File: config.mk
export PLATFORM = sky130hd
export DESIGN_NAME = axi_uart_top
export DESIGN_NICKNAME = d
export VERILOG_FILES = /design/src/rtl/uart_pkg.sv /design/src/rtl/uart_fifo.sv /design/src/rtl/uart_tx.sv /design/src/rtl/uart_rx.sv /design/src/rtl/uart_regs.sv /design/src/rtl/axi_uart_top.sv
export VERILOG_INCLUDE_DIRS = /design/src /design/src/rtl
export SDC_FILE = /design/constraint.sdc
export NUM_CORES = 1
export LEC_CHECK = 0
export ABC_AREA = 1
export BUFFER_PORTS_ARGS = -buffer_cell sky130_fd_sc_hd__buf_2
export CELL_PAD_IN_SITES_DETAIL_PLACEMENT = 1
export CELL_PAD_IN_SITES_GLOBAL_PLACEMENT = 1
export CORE_UTILIZATION = 42
export CTS_CLUSTER_DIAMETER = 200
export DETAILED_ROUTE_END_ITERATION = 10
export PLACE_DENSITY_LB_ADDON = 0.1
export SYNTH_ARGS = -nofsm -noshare
export SYNTH_HDL_FRONTEND = slang
export SYNTH_SLANG_ARGS = --single-unit
File: constraint.sdc
create_clock -name fixed_clk_i -period 5.28 [get_ports fixed_clk_i]
set_input_delay 0 -clock fixed_clk_i [delete_from_list [all_inputs] [get_ports fixed_clk_i]]
set_output_delay 0 -clock fixed_clk_i [all_outputs]
set_load 0.02 [all_outputs]
File: src/rtl/uart_macros.svh
// widths, FIFO depth and register map for the UART; the FIFO depth must be a power of two
`ifndef UART_MACROS_SVH
`define UART_MACROS_SVH

`define UART_DATA_W      8        // character width
`define AXI_DATA_W       32
`define AXI_ADDR_W       5        // eight word registers
`define AXI_RESP_W       2
`define UART_DIV_W       16       // bit period in clocks
`define UART_FIFO_DEPTH  8

// 115200 baud at 50 MHz
`define UART_DIV_INIT    16'd434

// word addresses, taken from address bits 4:2
`define UART_REG_RBR_THR 3'd0
`define UART_REG_IER     3'd1
`define UART_REG_LCR     3'd3
`define UART_REG_LSR     3'd5
`define UART_REG_DIV     3'd7

`define UART_LCR_STOP    2        // two stop bits
`define UART_LCR_PEN     3        // parity enable
`define UART_LCR_EPS     4        // even parity select
`define UART_LCR_DLAB    7        // divisor latch access

`define UART_LSR_DR      0
`define UART_LSR_PE      2
`define UART_LSR_THRE    5
`define UART_LSR_TEMT    6
`define UART_LSR_RESET   8'h60    // both tx flags set

`endif

File: src/rtl/uart_pkg.sv
// shared UART types; character and divisor widths come from the macros header
`include "uart_macros.svh"

package uart_pkg;

  // one character on the line
  typedef logic [`UART_DATA_W-1:0] byte_t;

  // bit period in fixed_clk_i cycles
  typedef logic [`UART_DIV_W-1:0] div_t;

  // received character plus its parity result
  typedef struct packed {
    logic  perr;   // set when the parity bit was wrong
    byte_t data;
  } rx_entry_t;

  // frame format shared by both serial engines
  typedef struct packed {
    logic pen;     // parity bit present
    logic eps;     // even parity when set, odd otherwise
    logic stop;    // two stop bits when set
  } line_cfg_t;

endpackage

File: src/rtl/uart_fifo.sv
// first-word-fall-through FIFO; DEPTH must be a power of two of at least 2, pushes while full are dropped
`timescale 1ns/1ps

module uart_fifo #(
  parameter type         payload_t = logic [7:0],
  parameter int unsigned DEPTH     = 8
) (
  input  logic     fixed_clk_i,
  input  logic     axi_aresetn_i,
  input  logic     push_i,
  input  payload_t data_i,
  input  logic     pull_i,
  output payload_t data_o,
  output logic     empty_o,
  output logic     full_o
);

  localparam int unsigned AW = $clog2(DEPTH);

  payload_t      mem [DEPTH];
  logic [AW-1:0] wr_ptr_q;
  logic [AW-1:0] rd_ptr_q;
  logic [AW:0]   count_q;   // one extra bit to tell full from empty
  logic          do_push;
  logic          do_pull;

  if ((DEPTH < 2) || ((DEPTH & (DEPTH - 1)) != 0)) begin : g_depth_check
    $error("uart_fifo: DEPTH must be a power of two of at least 2");
  end

  assign do_push = push_i & ~full_o;
  assign do_pull = pull_i & ~empty_o;
  assign empty_o = (count_q == '0);
  assign full_o  = (count_q == (AW + 1)'(DEPTH));
  assign data_o  = mem[rd_ptr_q];   // head entry, no read latency

  always_ff @(posedge fixed_clk_i) begin
    if (do_push) begin
      mem[wr_ptr_q] <= data_i;
    end
  end

  always_ff @(posedge fixed_clk_i or negedge axi_aresetn_i) begin
    if (!axi_aresetn_i) begin
      wr_ptr_q <= '0;
      rd_ptr_q <= '0;
      count_q  <= '0;
    end else begin
      if (do_push) begin
        wr_ptr_q <= wr_ptr_q + 1'b1;   // wraps at DEPTH
      end
      if (do_pull) begin
        rd_ptr_q <= rd_ptr_q + 1'b1;
      end
      case ({do_push, do_pull})
        2'b10:   count_q <= count_q + 1'b1;
        2'b01:   count_q <= count_q - 1'b1;
        default: count_q <= count_q;   // both or neither
      endcase
    end
  end

  // the consumer must look at empty_o before it pulls
  a_no_pull_when_empty: assert property (
    @(posedge fixed_clk_i) disable iff (!axi_aresetn_i)
    pull_i |-> !empty_o
  );

  a_count_in_range: assert property (
    @(posedge fixed_clk_i) disable iff (!axi_aresetn_i)
    count_q <= (AW + 1)'(DEPTH)
  );

endmodule

File: src/rtl/uart_tx.sv
// UART serializer, 8N1 to 8P2; divisor must be at least 2 and should change only while idle
`timescale 1ns/1ps
`include "uart_macros.svh"

module uart_tx (
  input  logic                fixed_clk_i,
  input  logic                axi_aresetn_i,
  input  uart_pkg::div_t      div_i,
  input  uart_pkg::line_cfg_t cfg_i,
  input  logic                fifo_empty_i,
  input  uart_pkg::byte_t     fifo_data_i,
  output logic                fifo_pull_o,
  output logic                busy_o,
  output logic                uart_tx_o
);

  typedef enum logic [2:0] {TX_IDLE, TX_START, TX_DATA, TX_PARITY, TX_STOP} tx_state_e;

  tx_state_e       state_q;
  uart_pkg::div_t  baud_cnt_q;
  logic [2:0]      bit_cnt_q;    // data bit index, stop bit index
  uart_pkg::byte_t shift_q;
  logic            parity_q;
  logic            tx_d;
  logic            tx_q;
  logic            bit_done;

  assign bit_done    = (baud_cnt_q == div_i - 1'b1);
  assign fifo_pull_o = (state_q == TX_IDLE) && !fifo_empty_i;   // take the byte as we leave idle
  assign busy_o      = (state_q != TX_IDLE);
  assign uart_tx_o   = tx_q;

  always_comb begin
    case (state_q)
      TX_START:  tx_d = 1'b0;
      TX_DATA:   tx_d = shift_q[0];   // lsb first
      TX_PARITY: tx_d = parity_q;
      default:   tx_d = 1'b1;         // idle and stop
    endcase
  end

  always_ff @(posedge fixed_clk_i or negedge axi_aresetn_i) begin
    if (!axi_aresetn_i) begin
      state_q    <= TX_IDLE;
      baud_cnt_q <= '0;
      bit_cnt_q  <= '0;
      tx_q       <= 1'b1;
    end else begin
      tx_q <= tx_d;   // registered line, whole frame shifted by one clock
      if (state_q == TX_IDLE) begin
        baud_cnt_q <= '0;
        bit_cnt_q  <= '0;
        if (!fifo_empty_i) begin
          state_q <= TX_START;
        end
      end else if (!bit_done) begin
        baud_cnt_q <= baud_cnt_q + 1'b1;
      end else begin
        baud_cnt_q <= '0;
        case (state_q)
          TX_START: state_q <= TX_DATA;
          TX_DATA: begin
            bit_cnt_q <= bit_cnt_q + 1'b1;
            if (bit_cnt_q == 3'(`UART_DATA_W - 1)) begin
              bit_cnt_q <= '0;
              state_q   <= cfg_i.pen ? TX_PARITY : TX_STOP;
            end
          end
          TX_PARITY: state_q <= TX_STOP;
          TX_STOP: begin
            if (cfg_i.stop && (bit_cnt_q == '0)) begin
              bit_cnt_q <= 3'd1;   // second stop bit
            end else begin
              state_q <= TX_IDLE;
            end
          end
          default: state_q <= TX_IDLE;
        endcase
      end
    end
  end

  always_ff @(posedge fixed_clk_i) begin
    if (fifo_pull_o) begin
      shift_q  <= fifo_data_i;
      parity_q <= cfg_i.eps ? ^fifo_data_i : ~^fifo_data_i;   // even when eps set
    end else if ((state_q == TX_DATA) && bit_done) begin
      shift_q <= shift_q >> 1;
    end
  end

  // the line rests at mark level between frames
  a_idle_line_high: assert property (
    @(posedge fixed_clk_i) disable iff (!axi_aresetn_i)
    (state_q == TX_IDLE) |-> uart_tx_o
  );

endmodule

File: src/rtl/uart_rx.sv
// UART receiver with mid-bit sampling; only the first stop bit is checked and framing errors are not flagged
`timescale 1ns/1ps
`include "uart_macros.svh"

module uart_rx (
  input  logic                fixed_clk_i,
  input  logic                axi_aresetn_i,
  input  uart_pkg::div_t      div_i,
  input  uart_pkg::line_cfg_t cfg_i,
  input  logic                uart_rx_i,
  output logic                push_o,
  output uart_pkg::rx_entry_t entry_o
);

  typedef enum logic [2:0] {RX_IDLE, RX_START, RX_DATA, RX_PARITY, RX_STOP} rx_state_e;

  rx_state_e           state_q;
  logic [2:0]          sync_q;      // two synchronizer flops plus one for the edge
  uart_pkg::div_t      baud_cnt_q;
  logic [2:0]          bit_cnt_q;
  uart_pkg::byte_t     shift_q;
  logic                perr_q;
  logic                push_q;
  uart_pkg::rx_entry_t entry_q;
  logic                rx_s;
  logic                fall;
  logic                mid_start;
  logic                bit_done;

  assign rx_s      = sync_q[1];
  assign fall      = sync_q[2] & ~sync_q[1];
  assign mid_start = (baud_cnt_q == (div_i >> 1));   // half a bit into the start bit
  assign bit_done  = (baud_cnt_q == div_i - 1'b1);   // a full bit later, mid of next bit
  assign push_o    = push_q;
  assign entry_o   = entry_q;

  always_ff @(posedge fixed_clk_i or negedge axi_aresetn_i) begin
    if (!axi_aresetn_i) begin
      sync_q     <= '1;
      state_q    <= RX_IDLE;
      baud_cnt_q <= '0;
      bit_cnt_q  <= '0;
      push_q     <= 1'b0;
    end else begin
      sync_q     <= {sync_q[1:0], uart_rx_i};
      push_q     <= 1'b0;
      baud_cnt_q <= baud_cnt_q + 1'b1;
      case (state_q)
        RX_IDLE: begin
          baud_cnt_q <= '0;
          bit_cnt_q  <= '0;
          if (fall) begin
            state_q <= RX_START;
          end
        end
        RX_START: begin
          if (mid_start) begin
            baud_cnt_q <= '0;
            state_q    <= rx_s ? RX_IDLE : RX_DATA;   // high here means a glitch
          end
        end
        RX_DATA: begin
          if (bit_done) begin
            baud_cnt_q <= '0;
            bit_cnt_q  <= bit_cnt_q + 1'b1;
            if (bit_cnt_q == 3'(`UART_DATA_W - 1)) begin
              state_q <= cfg_i.pen ? RX_PARITY : RX_STOP;
            end
          end
        end
        RX_PARITY: begin
          if (bit_done) begin
            baud_cnt_q <= '0;
            state_q    <= RX_STOP;
          end
        end
        RX_STOP: begin
          if (bit_done) begin
            push_q  <= 1'b1;   // entry_q loads on the same edge
            state_q <= RX_IDLE;
          end
        end
        default: state_q <= RX_IDLE;
      endcase
    end
  end

  always_ff @(posedge fixed_clk_i) begin
    if ((state_q == RX_DATA) && bit_done) begin
      shift_q <= {rx_s, shift_q[`UART_DATA_W-1:1]};   // lsb arrives first
    end
    if ((state_q == RX_PARITY) && bit_done) begin
      perr_q <= rx_s ^ (cfg_i.eps ? ^shift_q : ~^shift_q);
    end
    if ((state_q == RX_STOP) && bit_done) begin
      entry_q.data <= shift_q;
      entry_q.perr <= cfg_i.pen & perr_q;   // stale flag masked without parity
    end
  end

endmodule

File: src/rtl/uart_regs.sv
// AXI4-Lite register block, one read and one write outstanding; wstrb is ignored and LCR word-length bits have no effect
`timescale 1ns/1ps
`include "uart_macros.svh"

module uart_regs (
  input  logic                      fixed_clk_i,
  input  logic                      axi_aresetn_i,
  input  logic [`AXI_ADDR_W-1:0]    axi_awaddr_i,
  input  logic                      axi_awvalid_i,
  output logic                      axi_awready_o,
  input  logic [`AXI_DATA_W-1:0]    axi_wdata_i,
  input  logic [`AXI_DATA_W/8-1:0]  axi_wstrb_i,
  input  logic                      axi_wvalid_i,
  output logic                      axi_wready_o,
  output logic [`AXI_RESP_W-1:0]    axi_bresp_o,
  output logic                      axi_bvalid_o,
  input  logic                      axi_bready_i,
  input  logic [`AXI_ADDR_W-1:0]    axi_araddr_i,
  input  logic                      axi_arvalid_i,
  output logic                      axi_arready_o,
  output logic [`AXI_DATA_W-1:0]    axi_rdata_o,
  output logic [`AXI_RESP_W-1:0]    axi_rresp_o,
  output logic                      axi_rvalid_o,
  input  logic                      axi_rready_i,
  output logic                      tx_push_o,
  output uart_pkg::byte_t           tx_data_o,
  input  logic                      tx_full_i,
  input  logic                      tx_empty_i,
  input  logic                      tx_busy_i,
  output logic                      rx_pull_o,
  input  uart_pkg::rx_entry_t       rx_entry_i,
  input  logic                      rx_empty_i,
  output uart_pkg::div_t            div_o,
  output uart_pkg::line_cfg_t       cfg_o,
  output logic                      read_interrupt_o
);

  typedef enum logic {W_IDLE, W_RESP} wr_state_e;
  typedef enum logic {R_IDLE, R_RESP} rd_state_e;

  wr_state_e              wr_state_q;
  rd_state_e              rd_state_q;
  logic [2:0]             waddr;
  logic [2:0]             raddr;
  logic                   wr_go;
  logic                   rd_go;
  logic                   thr_stall;
  logic                   dlab;
  logic [7:0]             lcr_q;
  logic [7:0]             lsr_q;
  logic                   ier_q;
  uart_pkg::div_t         div_new_q;   // written value, applied after the response
  uart_pkg::div_t         div_q;
  logic                   awready_q;
  logic                   wready_q;
  logic                   bvalid_q;
  logic                   arready_q;
  logic                   rvalid_q;
  logic                   tx_push_q;
  uart_pkg::byte_t        tx_data_q;
  logic [`AXI_DATA_W-1:0] rdata_d;
  logic [`AXI_DATA_W-1:0] rdata_q;
  logic                   irq_q;

  assign waddr     = axi_awaddr_i[`AXI_ADDR_W-1:2];
  assign raddr     = axi_araddr_i[`AXI_ADDR_W-1:2];
  assign dlab      = lcr_q[`UART_LCR_DLAB];
  assign thr_stall = (waddr == `UART_REG_RBR_THR) && !dlab && tx_full_i;   // wait for space
  assign wr_go     = (wr_state_q == W_IDLE) && axi_awvalid_i && axi_wvalid_i && !thr_stall;
  assign rd_go     = (rd_state_q == R_IDLE) && axi_arvalid_i;

  assign axi_awready_o    = awready_q;
  assign axi_wready_o     = wready_q;
  assign axi_bvalid_o     = bvalid_q;
  assign axi_bresp_o      = '0;   // always OKAY
  assign axi_arready_o    = arready_q;
  assign axi_rvalid_o     = rvalid_q;
  assign axi_rdata_o      = rdata_q;
  assign axi_rresp_o      = '0;
  assign tx_push_o        = tx_push_q;
  assign tx_data_o        = tx_data_q;
  assign div_o            = div_q;
  assign read_interrupt_o = irq_q;
  assign cfg_o = '{pen: lcr_q[`UART_LCR_PEN], eps: lcr_q[`UART_LCR_EPS],
                   stop: lcr_q[`UART_LCR_STOP]};

  // pop on the edge that accepts the RBR read
  assign rx_pull_o = rd_go && (raddr == `UART_REG_RBR_THR) && !dlab && !rx_empty_i;

  always_ff @(posedge fixed_clk_i or negedge axi_aresetn_i) begin
    if (!axi_aresetn_i) begin
      wr_state_q <= W_IDLE;
      awready_q  <= 1'b0;
      wready_q   <= 1'b0;
      bvalid_q   <= 1'b0;
      tx_push_q  <= 1'b0;
      lcr_q      <= '0;
      ier_q      <= 1'b0;
      div_new_q  <= `UART_DIV_INIT;
      div_q      <= `UART_DIV_INIT;
    end else begin
      awready_q <= 1'b0;   // ready strobes last one cycle
      wready_q  <= 1'b0;
      tx_push_q <= 1'b0;
      case (wr_state_q)
        W_IDLE: begin
          if (wr_go) begin
            awready_q  <= 1'b1;
            wready_q   <= 1'b1;
            bvalid_q   <= 1'b1;
            wr_state_q <= W_RESP;
            case (waddr)
              `UART_REG_RBR_THR: tx_push_q <= !dlab;   // dropped under DLAB
              `UART_REG_IER: begin
                if (!dlab) begin
                  ier_q <= axi_wdata_i[0];
                end
              end
              `UART_REG_LCR: lcr_q <= axi_wdata_i[7:0];
              `UART_REG_DIV: begin
                if (dlab) begin
                  div_new_q <= axi_wdata_i[`UART_DIV_W-1:0];
                end
              end
              default: ;   // unmapped, response only
            endcase
          end
        end
        W_RESP: begin
          if (axi_bready_i) begin
            bvalid_q   <= 1'b0;
            div_q      <= div_new_q;
            wr_state_q <= W_IDLE;
          end
        end
        default: wr_state_q <= W_IDLE;
      endcase
    end
  end

  always_comb begin
    rdata_d = '0;
    case (raddr)
      `UART_REG_RBR_THR: rdata_d[7:0] = (dlab || rx_empty_i) ? 8'h00 : rx_entry_i.data;
      `UART_REG_IER:     rdata_d[0]   = ier_q & !dlab;
      `UART_REG_LCR:     rdata_d[7:0] = lcr_q;
      `UART_REG_LSR:     rdata_d[7:0] = lsr_q;
      `UART_REG_DIV:     rdata_d[`UART_DIV_W-1:0] = dlab ? div_q : '0;
      default:           rdata_d = '0;
    endcase
  end

  always_ff @(posedge fixed_clk_i or negedge axi_aresetn_i) begin
    if (!axi_aresetn_i) begin
      rd_state_q <= R_IDLE;
      arready_q  <= 1'b0;
      rvalid_q   <= 1'b0;
    end else begin
      arready_q <= 1'b0;
      case (rd_state_q)
        R_IDLE: begin
          if (rd_go) begin
            arready_q  <= 1'b1;
            rvalid_q   <= 1'b1;
            rd_state_q <= R_RESP;
          end
        end
        R_RESP: begin
          if (axi_rready_i) begin
            rvalid_q   <= 1'b0;
            rd_state_q <= R_IDLE;
          end
        end
        default: rd_state_q <= R_IDLE;
      endcase
    end
  end

  always_ff @(posedge fixed_clk_i) begin
    if (wr_go) begin
      tx_data_q <= axi_wdata_i[`UART_DATA_W-1:0];
    end
    if (rd_go) begin
      rdata_q <= rdata_d;
    end
  end

  always_ff @(posedge fixed_clk_i or negedge axi_aresetn_i) begin
    if (!axi_aresetn_i) begin
      lsr_q <= `UART_LSR_RESET;
      irq_q <= 1'b0;
    end else begin
      lsr_q                 <= '0;
      lsr_q[`UART_LSR_DR]   <= !rx_empty_i;
      lsr_q[`UART_LSR_PE]   <= !rx_empty_i && rx_entry_i.perr;   // flag of the head entry
      lsr_q[`UART_LSR_THRE] <= !tx_full_i;
      lsr_q[`UART_LSR_TEMT] <= tx_empty_i && !tx_busy_i;
      irq_q                 <= !rx_empty_i && ier_q;
    end
  end

  // a response stays offered until the master takes it
  a_bvalid_held: assert property (
    @(posedge fixed_clk_i) disable iff (!axi_aresetn_i)
    (axi_bvalid_o && !axi_bready_i) |=> axi_bvalid_o
  );

  a_rvalid_held: assert property (
    @(posedge fixed_clk_i) disable iff (!axi_aresetn_i)
    (axi_rvalid_o && !axi_rready_i) |=> (axi_rvalid_o && $stable(axi_rdata_o))
  );

endmodule

File: src/rtl/axi_uart_top.sv
// AXI4-Lite UART top level; every port, AXI included, is sampled on fixed_clk_i
`timescale 1ns/1ps
`include "uart_macros.svh"

module axi_uart_top (
  input  logic                      fixed_clk_i,
  input  logic                      axi_aresetn_i,
  input  logic [`AXI_ADDR_W-1:0]    axi_awaddr_i,
  input  logic                      axi_awvalid_i,
  output logic                      axi_awready_o,
  input  logic [`AXI_DATA_W-1:0]    axi_wdata_i,
  input  logic [`AXI_DATA_W/8-1:0]  axi_wstrb_i,
  input  logic                      axi_wvalid_i,
  output logic                      axi_wready_o,
  output logic [`AXI_RESP_W-1:0]    axi_bresp_o,
  output logic                      axi_bvalid_o,
  input  logic                      axi_bready_i,
  input  logic [`AXI_ADDR_W-1:0]    axi_araddr_i,
  input  logic                      axi_arvalid_i,
  output logic                      axi_arready_o,
  output logic [`AXI_DATA_W-1:0]    axi_rdata_o,
  output logic [`AXI_RESP_W-1:0]    axi_rresp_o,
  output logic                      axi_rvalid_o,
  input  logic                      axi_rready_i,
  input  logic                      uart_rx_i,
  output logic                      uart_tx_o,
  output logic                      read_interrupt_o
);

  logic                tx_push;
  uart_pkg::byte_t     tx_wdata;    // regs to tx FIFO
  uart_pkg::byte_t     tx_rdata;    // tx FIFO to serializer
  logic                tx_pull;
  logic                tx_full;
  logic                tx_empty;
  logic                tx_busy;
  logic                rx_push;
  uart_pkg::rx_entry_t rx_wentry;   // receiver to rx FIFO
  uart_pkg::rx_entry_t rx_rentry;   // rx FIFO head to regs
  logic                rx_pull;
  logic                rx_empty;
  uart_pkg::div_t      div;
  uart_pkg::line_cfg_t cfg;

  uart_regs u_regs (
    .fixed_clk_i, .axi_aresetn_i,
    .axi_awaddr_i, .axi_awvalid_i, .axi_awready_o,
    .axi_wdata_i, .axi_wstrb_i, .axi_wvalid_i, .axi_wready_o,
    .axi_bresp_o, .axi_bvalid_o, .axi_bready_i,
    .axi_araddr_i, .axi_arvalid_i, .axi_arready_o,
    .axi_rdata_o, .axi_rresp_o, .axi_rvalid_o, .axi_rready_i,
    .tx_push_o (tx_push), .tx_data_o (tx_wdata), .tx_full_i (tx_full),
    .tx_empty_i (tx_empty), .tx_busy_i (tx_busy),
    .rx_pull_o (rx_pull), .rx_entry_i (rx_rentry), .rx_empty_i (rx_empty),
    .div_o (div), .cfg_o (cfg), .read_interrupt_o
  );

  uart_fifo #(.payload_t(uart_pkg::byte_t), .DEPTH(`UART_FIFO_DEPTH)) u_tx_fifo (
    .fixed_clk_i, .axi_aresetn_i,
    .push_i (tx_push), .data_i (tx_wdata), .pull_i (tx_pull),
    .data_o (tx_rdata), .empty_o (tx_empty), .full_o (tx_full)
  );

  // full rx pushes drop inside the FIFO
  uart_fifo #(.payload_t(uart_pkg::rx_entry_t), .DEPTH(`UART_FIFO_DEPTH)) u_rx_fifo (
    .fixed_clk_i, .axi_aresetn_i,
    .push_i (rx_push), .data_i (rx_wentry), .pull_i (rx_pull),
    .data_o (rx_rentry), .empty_o (rx_empty), .full_o ()
  );

  uart_tx u_tx (
    .fixed_clk_i, .axi_aresetn_i, .div_i (div), .cfg_i (cfg),
    .fifo_empty_i (tx_empty), .fifo_data_i (tx_rdata), .fifo_pull_o (tx_pull),
    .busy_o (tx_busy), .uart_tx_o
  );

  uart_rx u_rx (
    .fixed_clk_i, .axi_aresetn_i, .div_i (div), .cfg_i (cfg),
    .uart_rx_i, .push_o (rx_push), .entry_o (rx_wentry)
  );

endmodule

* Word level (Yosys, flattened, before mapping)
Memory sizes are Yosys's and may differ from the RTL's.
Cells that the tools add are included.
** Cells by class
- Reductions and logical operators :: 55
- Multiplexer cells :: 61
- Add/subtract/negate cells :: 13
- Equal/unequal tests :: 40
- Bitwise operators :: 16
** Operators with widths (number)
- 16-bit two-way mux :: 4
- 3-bit two-way mux :: 17
- 16-bit one-hot mux with 3 select lines :: 1
- 16-bit by 1-bit adder with 16-bit output (second input constant) :: 2
- 16-bit == test :: 2
- 8-bit two-way mux :: 4
- 7-bit one-hot mux with 4 select lines :: 1
- 3-bit == test (second input constant) :: 7
- 1-bit two-way mux :: 21
- 3-bit by 1-bit adder with 3-bit output (second input constant) :: 6
- 3-bit by 2-bit == test with 1-bit output (second input constant) :: 6
- 1-bit logical AND :: 18
- 16-bit by 15-bit == test with 1-bit output :: 1
- 2-bit by 1-bit inequality test with 1-bit output (second input constant) :: 8
- 4-bit one-hot mux with 2 select lines :: 2
- 8-bit XNOR reduction :: 2
- 8-bit parity :: 2
- 16-bit by 1-bit subtractor with 16-bit output (second input constant) :: 1
- 3-bit logical NOT :: 5
- 3-bit one-hot mux with 5 select lines :: 1
- 3-bit by 1-bit == test with 1-bit output (second input constant) :: 4
- 3-bit one-hot mux with 2 select lines :: 2
- 3-bit one-hot mux with 4 select lines :: 1
- 4-bit AND reduction :: 3
- other kinds (24) :: 64
** Word-level totals
- Memories kept :: 2
- Input port bits :: 54
- Register bits after elaboration :: 173
- Bits in writable memories :: 136
- Output and inout bits :: 43
** Memories
- u_rx_fifo.mem :: depth 8, width 9, rd ports 1, clocked after memory_dff 0, wr ports 1, RTL line uart_fifo.sv:20 : payload_t mem [DEPTH];
- u_tx_fifo.mem :: depth 8, width 8, rd ports 1, clocked after memory_dff 0, wr ports 1, RTL line uart_fifo.sv:20

* Depth between registers and ports, before layout
Gate-level depths: netlist (run 1).
- Depth in word-level cells :: 8
- Depth in mapped cells :: 18

* Modules after synthesis
A second synthesis (run 1) with hierarchy kept.
** Second synthesis, totals
- Cells, all modules :: 1759
- Area, all modules :: 15643.8 um2
** By module, submodules not included
- uart_fifo (u_rx_fifo) :: sequential area each 2412.3 um2, cells each 391, instances 1, area an instance 3757.4 um2
- uart_regs :: sequential area each 2062.0 um2, cells each 340, instances 1, area an instance 3372.0 um2
- uart_fifo (u_tx_fifo) :: sequential area each 2172.1 um2, cells each 295, instances 1, area an instance 3200.6 um2
- uart_rx :: sequential area each 1194.9 um2, cells each 405, instances 1, area an instance 3007.9 um2
- uart_tx :: sequential area each 847.1 um2, cells each 328, instances 1, area an instance 2306.0 um2

* Worst setup path before layout (run 1)
No wires, ideal clock.
- Path type :: register to register
- Start point :: register u_regs.div_q[0], in the netlist u_regs.div_o[0]
- End point :: register u_tx.shift_q[0] (enable)
- Path slack :: 2.584 ns
- Buffers on the path :: 0
- Cell stages (with the launch flop) :: 13
- Period minus slack after synthesis :: 2.696 ns
- Data arrival time :: 2.312 ns
- Required time :: 4.896 ns
- Path through :: dfrtp_1 > inv_2 > ha_1 > nand2_2 > nor2_2 > nand2_1 > nand2_1 > nand3_1 > nand2_1 > nand3_1 > nor3_2 > nand3_4 > o21ai_0
** On the way
- Longest elaborated chain between the ends :: 4
** Ends and longest elaborated chain
- start: declaration :: RTL line uart_regs.sv:53 : uart_pkg::div_t div_q;
- start signal: assignment :: RTL line uart_regs.sv:100 : div_q <= `UART_DIV_INIT;
- start signal: assignment :: RTL line uart_regs.sv:132 : div_q <= div_new_q;
- 16-bit by 1-bit subtractor with 16-bit output :: RTL line uart_tx.sv:28 : assign bit_done = (baud_cnt_q == div_i - 1'b1);
- 16-bit == test :: RTL line uart_tx.sv:28
- 1-bit logical AND :: RTL line uart_tx.sv:87 : end else if ((state_q == TX_DATA) && bit_done) begin
- 2-bit nonzero test (no source line)
- end signal: assignment :: RTL line uart_tx.sv:85 : shift_q <= fifo_data_i;
- end signal: assignment :: RTL line uart_tx.sv:88 : shift_q <= shift_q >> 1;
- end: declaration :: RTL line uart_tx.sv:22 : uart_pkg::byte_t shift_q;
No other way between the ends.
A chain may end at the register's enable or synchronous reset.

* Final worst setup path (run 1)
- Start point :: register u_regs.div_q[0], in the netlist u_regs.div_o[0]
- End point :: register u_rx.entry_q (netlist bit u_rx.entry_o[5]) (enable)
** On the way
- Longest elaborated chain between the ends :: 3
** Ends and longest elaborated chain
- 16-bit by 1-bit subtractor with 16-bit output :: RTL line uart_rx.sv:33 : assign bit_done = (baud_cnt_q == div_i - 1'b1);
- 16-bit == test :: RTL line uart_rx.sv:33
- 1-bit logical AND :: RTL line uart_rx.sv:95 : if ((state_q == RX_STOP) && bit_done) begin
- end: declaration :: RTL line uart_rx.sv:24 : uart_pkg::rx_entry_t entry_q;
No other way between the ends.

==> results of run 1 <==
## worst max-delay path, cell delays in order, from the launching register on
cell,delay (ns)
dfrtp_1,0.42
inv_2,0.18
ha_1,0.43
nand2_2,0.12
nor2_2,0.17
nand2_1,0.10
nand2_1,0.12
nand3_1,0.09
nand2_1,0.11
nand3_1,0.07
nor4_1,0.24
nand3_1,0.21
nor2_1,0.82
## where the power goes
group	internal [mW]	switching [mW]	total, mW
Clock	1.49	1.00	2.49
Sequential	2.85	0.265	3.11
Combinational	0.787	1.69	2.47
## final timing paths
path	to	slack (ns)	cells past startpoint
worst max register to register	u_rx.entry_o[5]	1.83	12
worst min-delay path	u_regs.axi_awready_o	-0.01	2
worst max-delay path	u_rx.entry_o[5]	1.83	12
min in group fixed_clk_i	u_regs.ier_q	0.06	4
max in group asynchronous	u_rx_fifo.count_q[0]	3.87	3
worst min register to register	u_rx.sync_q[1]	0.36	0
## area by class of cell
type                    instances  area, um^2
well taps                     455         569
fillers                      3929       17800
inverters                     148         556
clock buffers                  54        1060
flip-flops and latches        309        8690
clock inverters                12         121
repair buffers                 86         589
multi-input cells            1051        5420
## kinds of logic (layout without fill, tap and decap cells)
| kind of cell | Yosys count | in the layout | synth area share, % |
|---|---|---|---|
| AO/OA/AOI/OAI | 176 | 176 | 6.69 |
| XOR/XNOR | 48 | 48 | 2.81 |
| adder cells (fa/ha/maj) | 20 | 20 | 1.78 |
| buffers and inverters | 210 | 300 | 6.01 |
| flip-flops | 309 | 309 | 58.2 |
| multiplexers | 22 | 22 | 1.55 |
| other | 1 | 20 | 0.0251 |
| AND/OR/NAND/NOR | 765 | 765 | 23.0 |
## sequential cells by signal, summed over array words and instances, names as in the netlist, 4 cells and up
name and cells:
u_rx_fifo.mem 72, u_regs.div_new_q 16, u_rx.shift_q 8, u_tx.baud_cnt_q 16, u_tx_fifo.mem 64, u_tx_fifo.count_q 4
u_regs.lcr_q 8, u_regs.axi_rdata_o 16, u_regs.tx_data_o 8, u_rx_fifo.count_q 4, u_rx.entry_o 9, u_regs.div_o 16
u_tx.shift_q 8, u_rx.baud_cnt_q 16, u_regs.lsr_q 4
## metrics by stage
stage          power, mW  setup WS, ns
2_1_floorplan       4.92          2.58
3_3_place_gp        5.53          1.93
3_5_place_dp        5.63          1.84
4_1_cts             8.18          1.80
5_1_grt             8.61          1.53
6_report            8.08          1.83
## synth_stat cells, types with 4 or more instances
| master | instances |
|---|---|
| clkbuf_1 | 28 |
| xor2_1 | 34 |
| mux2i_1 | 13 |
| edfxtp_1 | 187 |
| buf_4 | 22 |
| nor2_4 | 4 |
| ha_1 | 18 |
| a211oi_1 | 4 |
| nand2_2 | 7 |
| o32ai_1 | 5 |
| or2_2 | 6 |
| nand3_2 | 12 |
| nand3_1 | 151 |
| nor4_1 | 8 |
| nand2_1 | 329 |
| nand4_1 | 12 |
| inv_1 | 144 |
| mux2_2 | 5 |
| nor3b_1 | 4 |
| o21ai_0 | 127 |
| nor2_1 | 194 |
| nor3_1 | 11 |
| inv_2 | 4 |
| o221ai_1 | 15 |
| xnor2_1 | 14 |
| a21oi_1 | 12 |
| nor2_2 | 10 |
| buf_2 | 8 |
| mux2_1 | 4 |
| dfrtp_1 | 106 |
| o211ai_1 | 4 |
| dfstp_2 | 16 |
## routing by layer
layer	GRT usage [%]	vias to the layer above
li1	-	5343
met1	29.8	5520
met2	38.9	153
met3	2.63	51
met4	6.92	0
met5	0	-
==> impl_metrics.toml, run 1 <==
[outcome]
status = "finished with violations"
violations = "negative hold slack"

[clock_network]
ctsHoldBuffers = 27
numCtsBuffers = 36
cts.path.max_buffers = 3
post_cts_buffers = 0
path_clk_slew_ns = 0.06
cts_sinks = 309
root_buffer = "clkbuf_16"
cts_tree = "done"
cts.repair.resized = 0
htreeDepth = 2
insertion_delay_ns = 0.54

[routing]
ant_nets = 0
drt-wirelength-per-cell_um = 18.8
drt_pre_antenna_iters = 4
drt-met1-wl_um = 18500
via_count = 11100
top_layer = "met4"
totalWireLength_um = 39700
vias_per_cell = 5.23
drt_iter0_markers = 567
wl_met3_um = 1070
route.met2.wl_um = 19300
drc_errors = 0

[critical_path]
endpoint_kind = "flip-flop"
cp.arrival_ns = 3.61
cp-start-kind = "flip-flop"
criticalPathCategory = "reg -> reg"
reg2reg_from = "u_regs.div_o[0]"
cp-startpoint = "u_regs.div_o[0]"
worstPathRequired_ns = 5.43
crit_path_max_fanout = 10

[placement]
portBuffers = 52
routabilityCongestion = 0.840
dp.final_hpwl_um = 28000
dp_cells = 2022
place_area_um2 = 15600

[timing]
drv_slew = 0
tightest_slew_ns = 1.16
fin_crit_ns = 3.45
whs_ns = -0.0108
skew_ns = 0.0189
max_freq_mhz = 290
finalSetupViolations = 0
rsz0062_at_grt = "false"
timing.final.crit_share_pct = 65.4
hold_viol = 6
slew_headroom_pct = 21.7
final.setup.tns_ns = 0

[global_routing]
grt_pass1_vias = 11600
grt_overflow = 0
antenna_found_initial = 0
grt_max_degree = 71
grt_use_total_pct = 22.6
grt_pass1_wl_um = 63200

[synth]
synth.area.top_cells = "edfxtp_1 (38%), dfrtp_1 (18%), nand2_1 (8.3%)"
ys_ff_latch = 309
syn_inst = 1551
post-synth-top-area-cell = "edfxtp_1"
yosysSeqAreaShare_pct = 58.2
ys.flop_type = "edfxtp_1"
synth_edf_count = 187
yosysWarningCount = 0
yosys.area.top_type_share_pct = 37.6
async_reset_ff_share_pct = 39.5
synth_cell_types = 50
syn_avg_cell_area_um2 = 9.63
syn-cell-area_um2 = 14900

[final_layout]
layout_commonest_cell = "nand2_1"
fin_nets = 1706
syn2layout_area_growth_pct = 13.9
layout-drive-gt1-share_pct = 11.2
stdcell_area_um2 = 17000
utilization_pct = 48.9
finalNonFillerCells = 2115
n_antenna_cell = 0
final_cell_mix = "nand2_1 (329), nor2_1 (193), edfxtp_1 (187)"

[die]
io_pins = 97
die-area_um2 = 36300
fp.dieW_um = 191
std_cell_rows = 68
coreArea_um2 = 34800
dieHeight_um = 191
start_util_pct = 42.9

[power_and_ir_drop]
vdd_drop_max_uv = 272
leakage_nw = 7.15
power.density_nw_per_um2 = 475

[hold_path]
hold_path_class = "in -> async"

[flow_run]
maxCapViolCount = 0
(Power assumes the default switching activity.)
==> inputs of run 2 (changes only) <==
clock period = 3.03 ns   (was 5.28 ns; I/O delays follow)
==> run 2 against run 1 <==
Net effect:
- the run now ends clean
- worst setup slack got worse by 1.5 ns
- hold slack improved by 0.052 ns
- register-to-register slack got worse by 1.5 ns
- count of clock-buffer cells in the layout fell by 9
- via count rose by 1.9%
- critical path type unchanged
- critical endpoint unchanged
==> impl_metrics.toml, run 2 (same netlist as run 1, synthesis figures left out) <==
[critical_path]
cp.arrival_ns = 2.97
criticalPathCategory = "reg -> reg"
rr_worst_depth = 13
worstPathRequired_ns = 3.28
ff2ff_setup_slack_ns = 0.32
crit_path_cell_trace = "inv_2 > ha_2 > nand2_2 > nor2_2 > nand2_1 > nand2_1 > nand3_1 > nand2_1 > nand3_1 > nor4_1 > nand3_1 > nor2_1 > buf_4"
cpPeakStageDelay_ns = 0.41
cp-start-kind = "flip-flop"
cp-endpoint = "u_rx.entry_o[5]"
cp-startpoint = "u_regs.div_o[0]"
reg2reg_from = "u_regs.div_o[0]"
endpoint_kind = "flip-flop"
worst_r2r_endpoint = "u_rx.entry_o[5]"
crit_path_max_fanout = 10
cpMaxStageDelayCell = "dfrtp_1"

[clock_network]
cts.path.max_buffers = 3
insertion_delay_ns = 0.55
numCtsBuffers = 36
root_buffer = "clkbuf_16"
cts_tree = "done"
path_clk_slew_ns = 0.07
cts_sinks = 309
htreeDepth = 2

[power_and_ir_drop]
power.density_nw_per_um2 = 822
vdd_drop_max_uv = 631
leakage_nw = 7.28

[placement]
dp.final_hpwl_um = 29200
routabilityCongestion = 0.866
pre_cts_ws_ns = 0.209
portBuffers = 52

[final_layout]
fin_nets = 1733
n_antenna_cell = 0
layout-drive-gt1-share_pct = 12.9
syn2layout_area_growth_pct = 15.2
largest_reg_flops = 72
reg_top3 = "u_rx_fifo.mem x72, u_tx_fifo.mem x64"
layout_commonest_cell = "nand2_1"
final_cell_mix = "nand2_1 (329), nor2_1 (193), edfxtp_1 (187)"
largest-register = "u_rx_fifo.mem"

[global_routing]
grt_use_total_pct = 23.4
grt_overflow = 0
grt_pass1_wl_um = 65100
antenna_found_initial = 0
grt_max_degree = 62
grt_pass1_vias = 12000

[routing]
drt_pre_antenna_iters = 5
drc_errors = 0
ant_nets = 0
totalWireLength_um = 40800
via_count = 11300
drt-wirelength-per-cell_um = 19.1
vias_per_cell = 5.26
drt_iter0_markers = 611

[timing]
tightest_slew_ns = 0.998
final.setup.tns_ns = 0
rsz0062_at_grt = "false"
finalSetupViolations = 0
fin_ws_ns = 0.317
drv_slew = 0
timing.final.crit_share_pct = 89.6
max_freq_mhz = 369
hold_viol = 0
skew_ns = 0.0141
slew_headroom_pct = 33.4
fin_crit_ns = 2.71

[outcome]
status = "finished, final reports clean"

[die]
coreArea_um2 = 34800
io_pins = 97
die-area_um2 = 36300
std_cell_rows = 68
fp.dieW_um = 191
dieHeight_um = 191
start_util_pct = 42.9

[flow_run]
maxCapViolCount = 0

[hold_path]
hold_path_class = "in -> async"
run 2: power by group:
group / internal (mW) / switching [mW]
clock: 2.46 / 1.79
combinational: 1.49 / 2.98
sequential: 4.96 / 0.475
total: 8.90 / 5.25
run 2: through the flow:
step | hold slack, ns | utilization (%) | instance area, um^2 | instances | power, mW
4_1_cts | 0.0264 | 49.4 | 17200 | 2141 | 14.3
3_3_place_gp | 0.0522 | 45.4 | 15800 | 2050 | 9.73
2_1_floorplan | -0.296 | - | 15000 | 1570 | 8.58
6_report | 0.0413 | 49.4 | 17200 | 2141 | 14.1
3_5_place_dp | 0.0525 | 45.4 | 15800 | 2050 | 9.95
5_1_grt | 0.0581 | 49.4 | 17200 | 2141 | 15.1
run 2: worst min path at each step:
stage	start	to	slack, ns	cells past startpoint
finish	axi_aresetn_i	u_tx_fifo.rd_ptr_q[1]	0.04	2
global route	axi_awvalid_i	u_regs.ier_q	0.06	4
CTS	axi_awvalid_i	u_regs.ier_q	0.03	4
detailed placement	axi_aresetn_i	u_tx_fifo.rd_ptr_q[0]	0.05	1
global placement	axi_aresetn_i	u_tx_fifo.rd_ptr_q[0]	0.05	1
floorplan	axi_aresetn_i	u_regs.axi_arready_o	-0.30	0
run 2: area by class of cell:
cell class / count / area [um^2]
clock buffer: 45 / 965
clock inverter: 20 / 181
fill: 3907 / 17600
inverter: 148 / 556
multi-input combinational: 1051 / 5430
sequential: 309 / 8690
tap: 455 / 569
timing repair buffer: 113 / 815
run 2: what timing repair did:
action | CTS | global route
setup endpoints to repair | 0 | 10
buffers inserted | 0 | 0
resized for setup | 0 | 2
endpoints found under the hold margin | 140 | 0
hold buffers | 26 | 0
run 2: layer usage:
| metal | part of all wire [%] | track usage, % | up-vias | routed length, um |
|---|---|---|---|---|
| met3 | 4.3 | 3.66 | 58 | 1770 |
| met1 | 44 | 30.3 | 5607 | 17900 |
| met5 | 0 | 0 | - | 0 |
| li1 | - | - | 5401 | - |
| met4 | 1.9 | 6.65 | 0 | 784 |
| met2 | 50 | 40.3 | 206 | 20300 |
run 2: worst max-delay path, delay by kind of cell (launching register included):
kind	cells	cell delay [ns]
AND/OR/NAND/NOR	10	1.30
flip-flops	1	0.41
buffers and inverters	2	0.36
adder cells (fa/ha/maj)	1	0.33
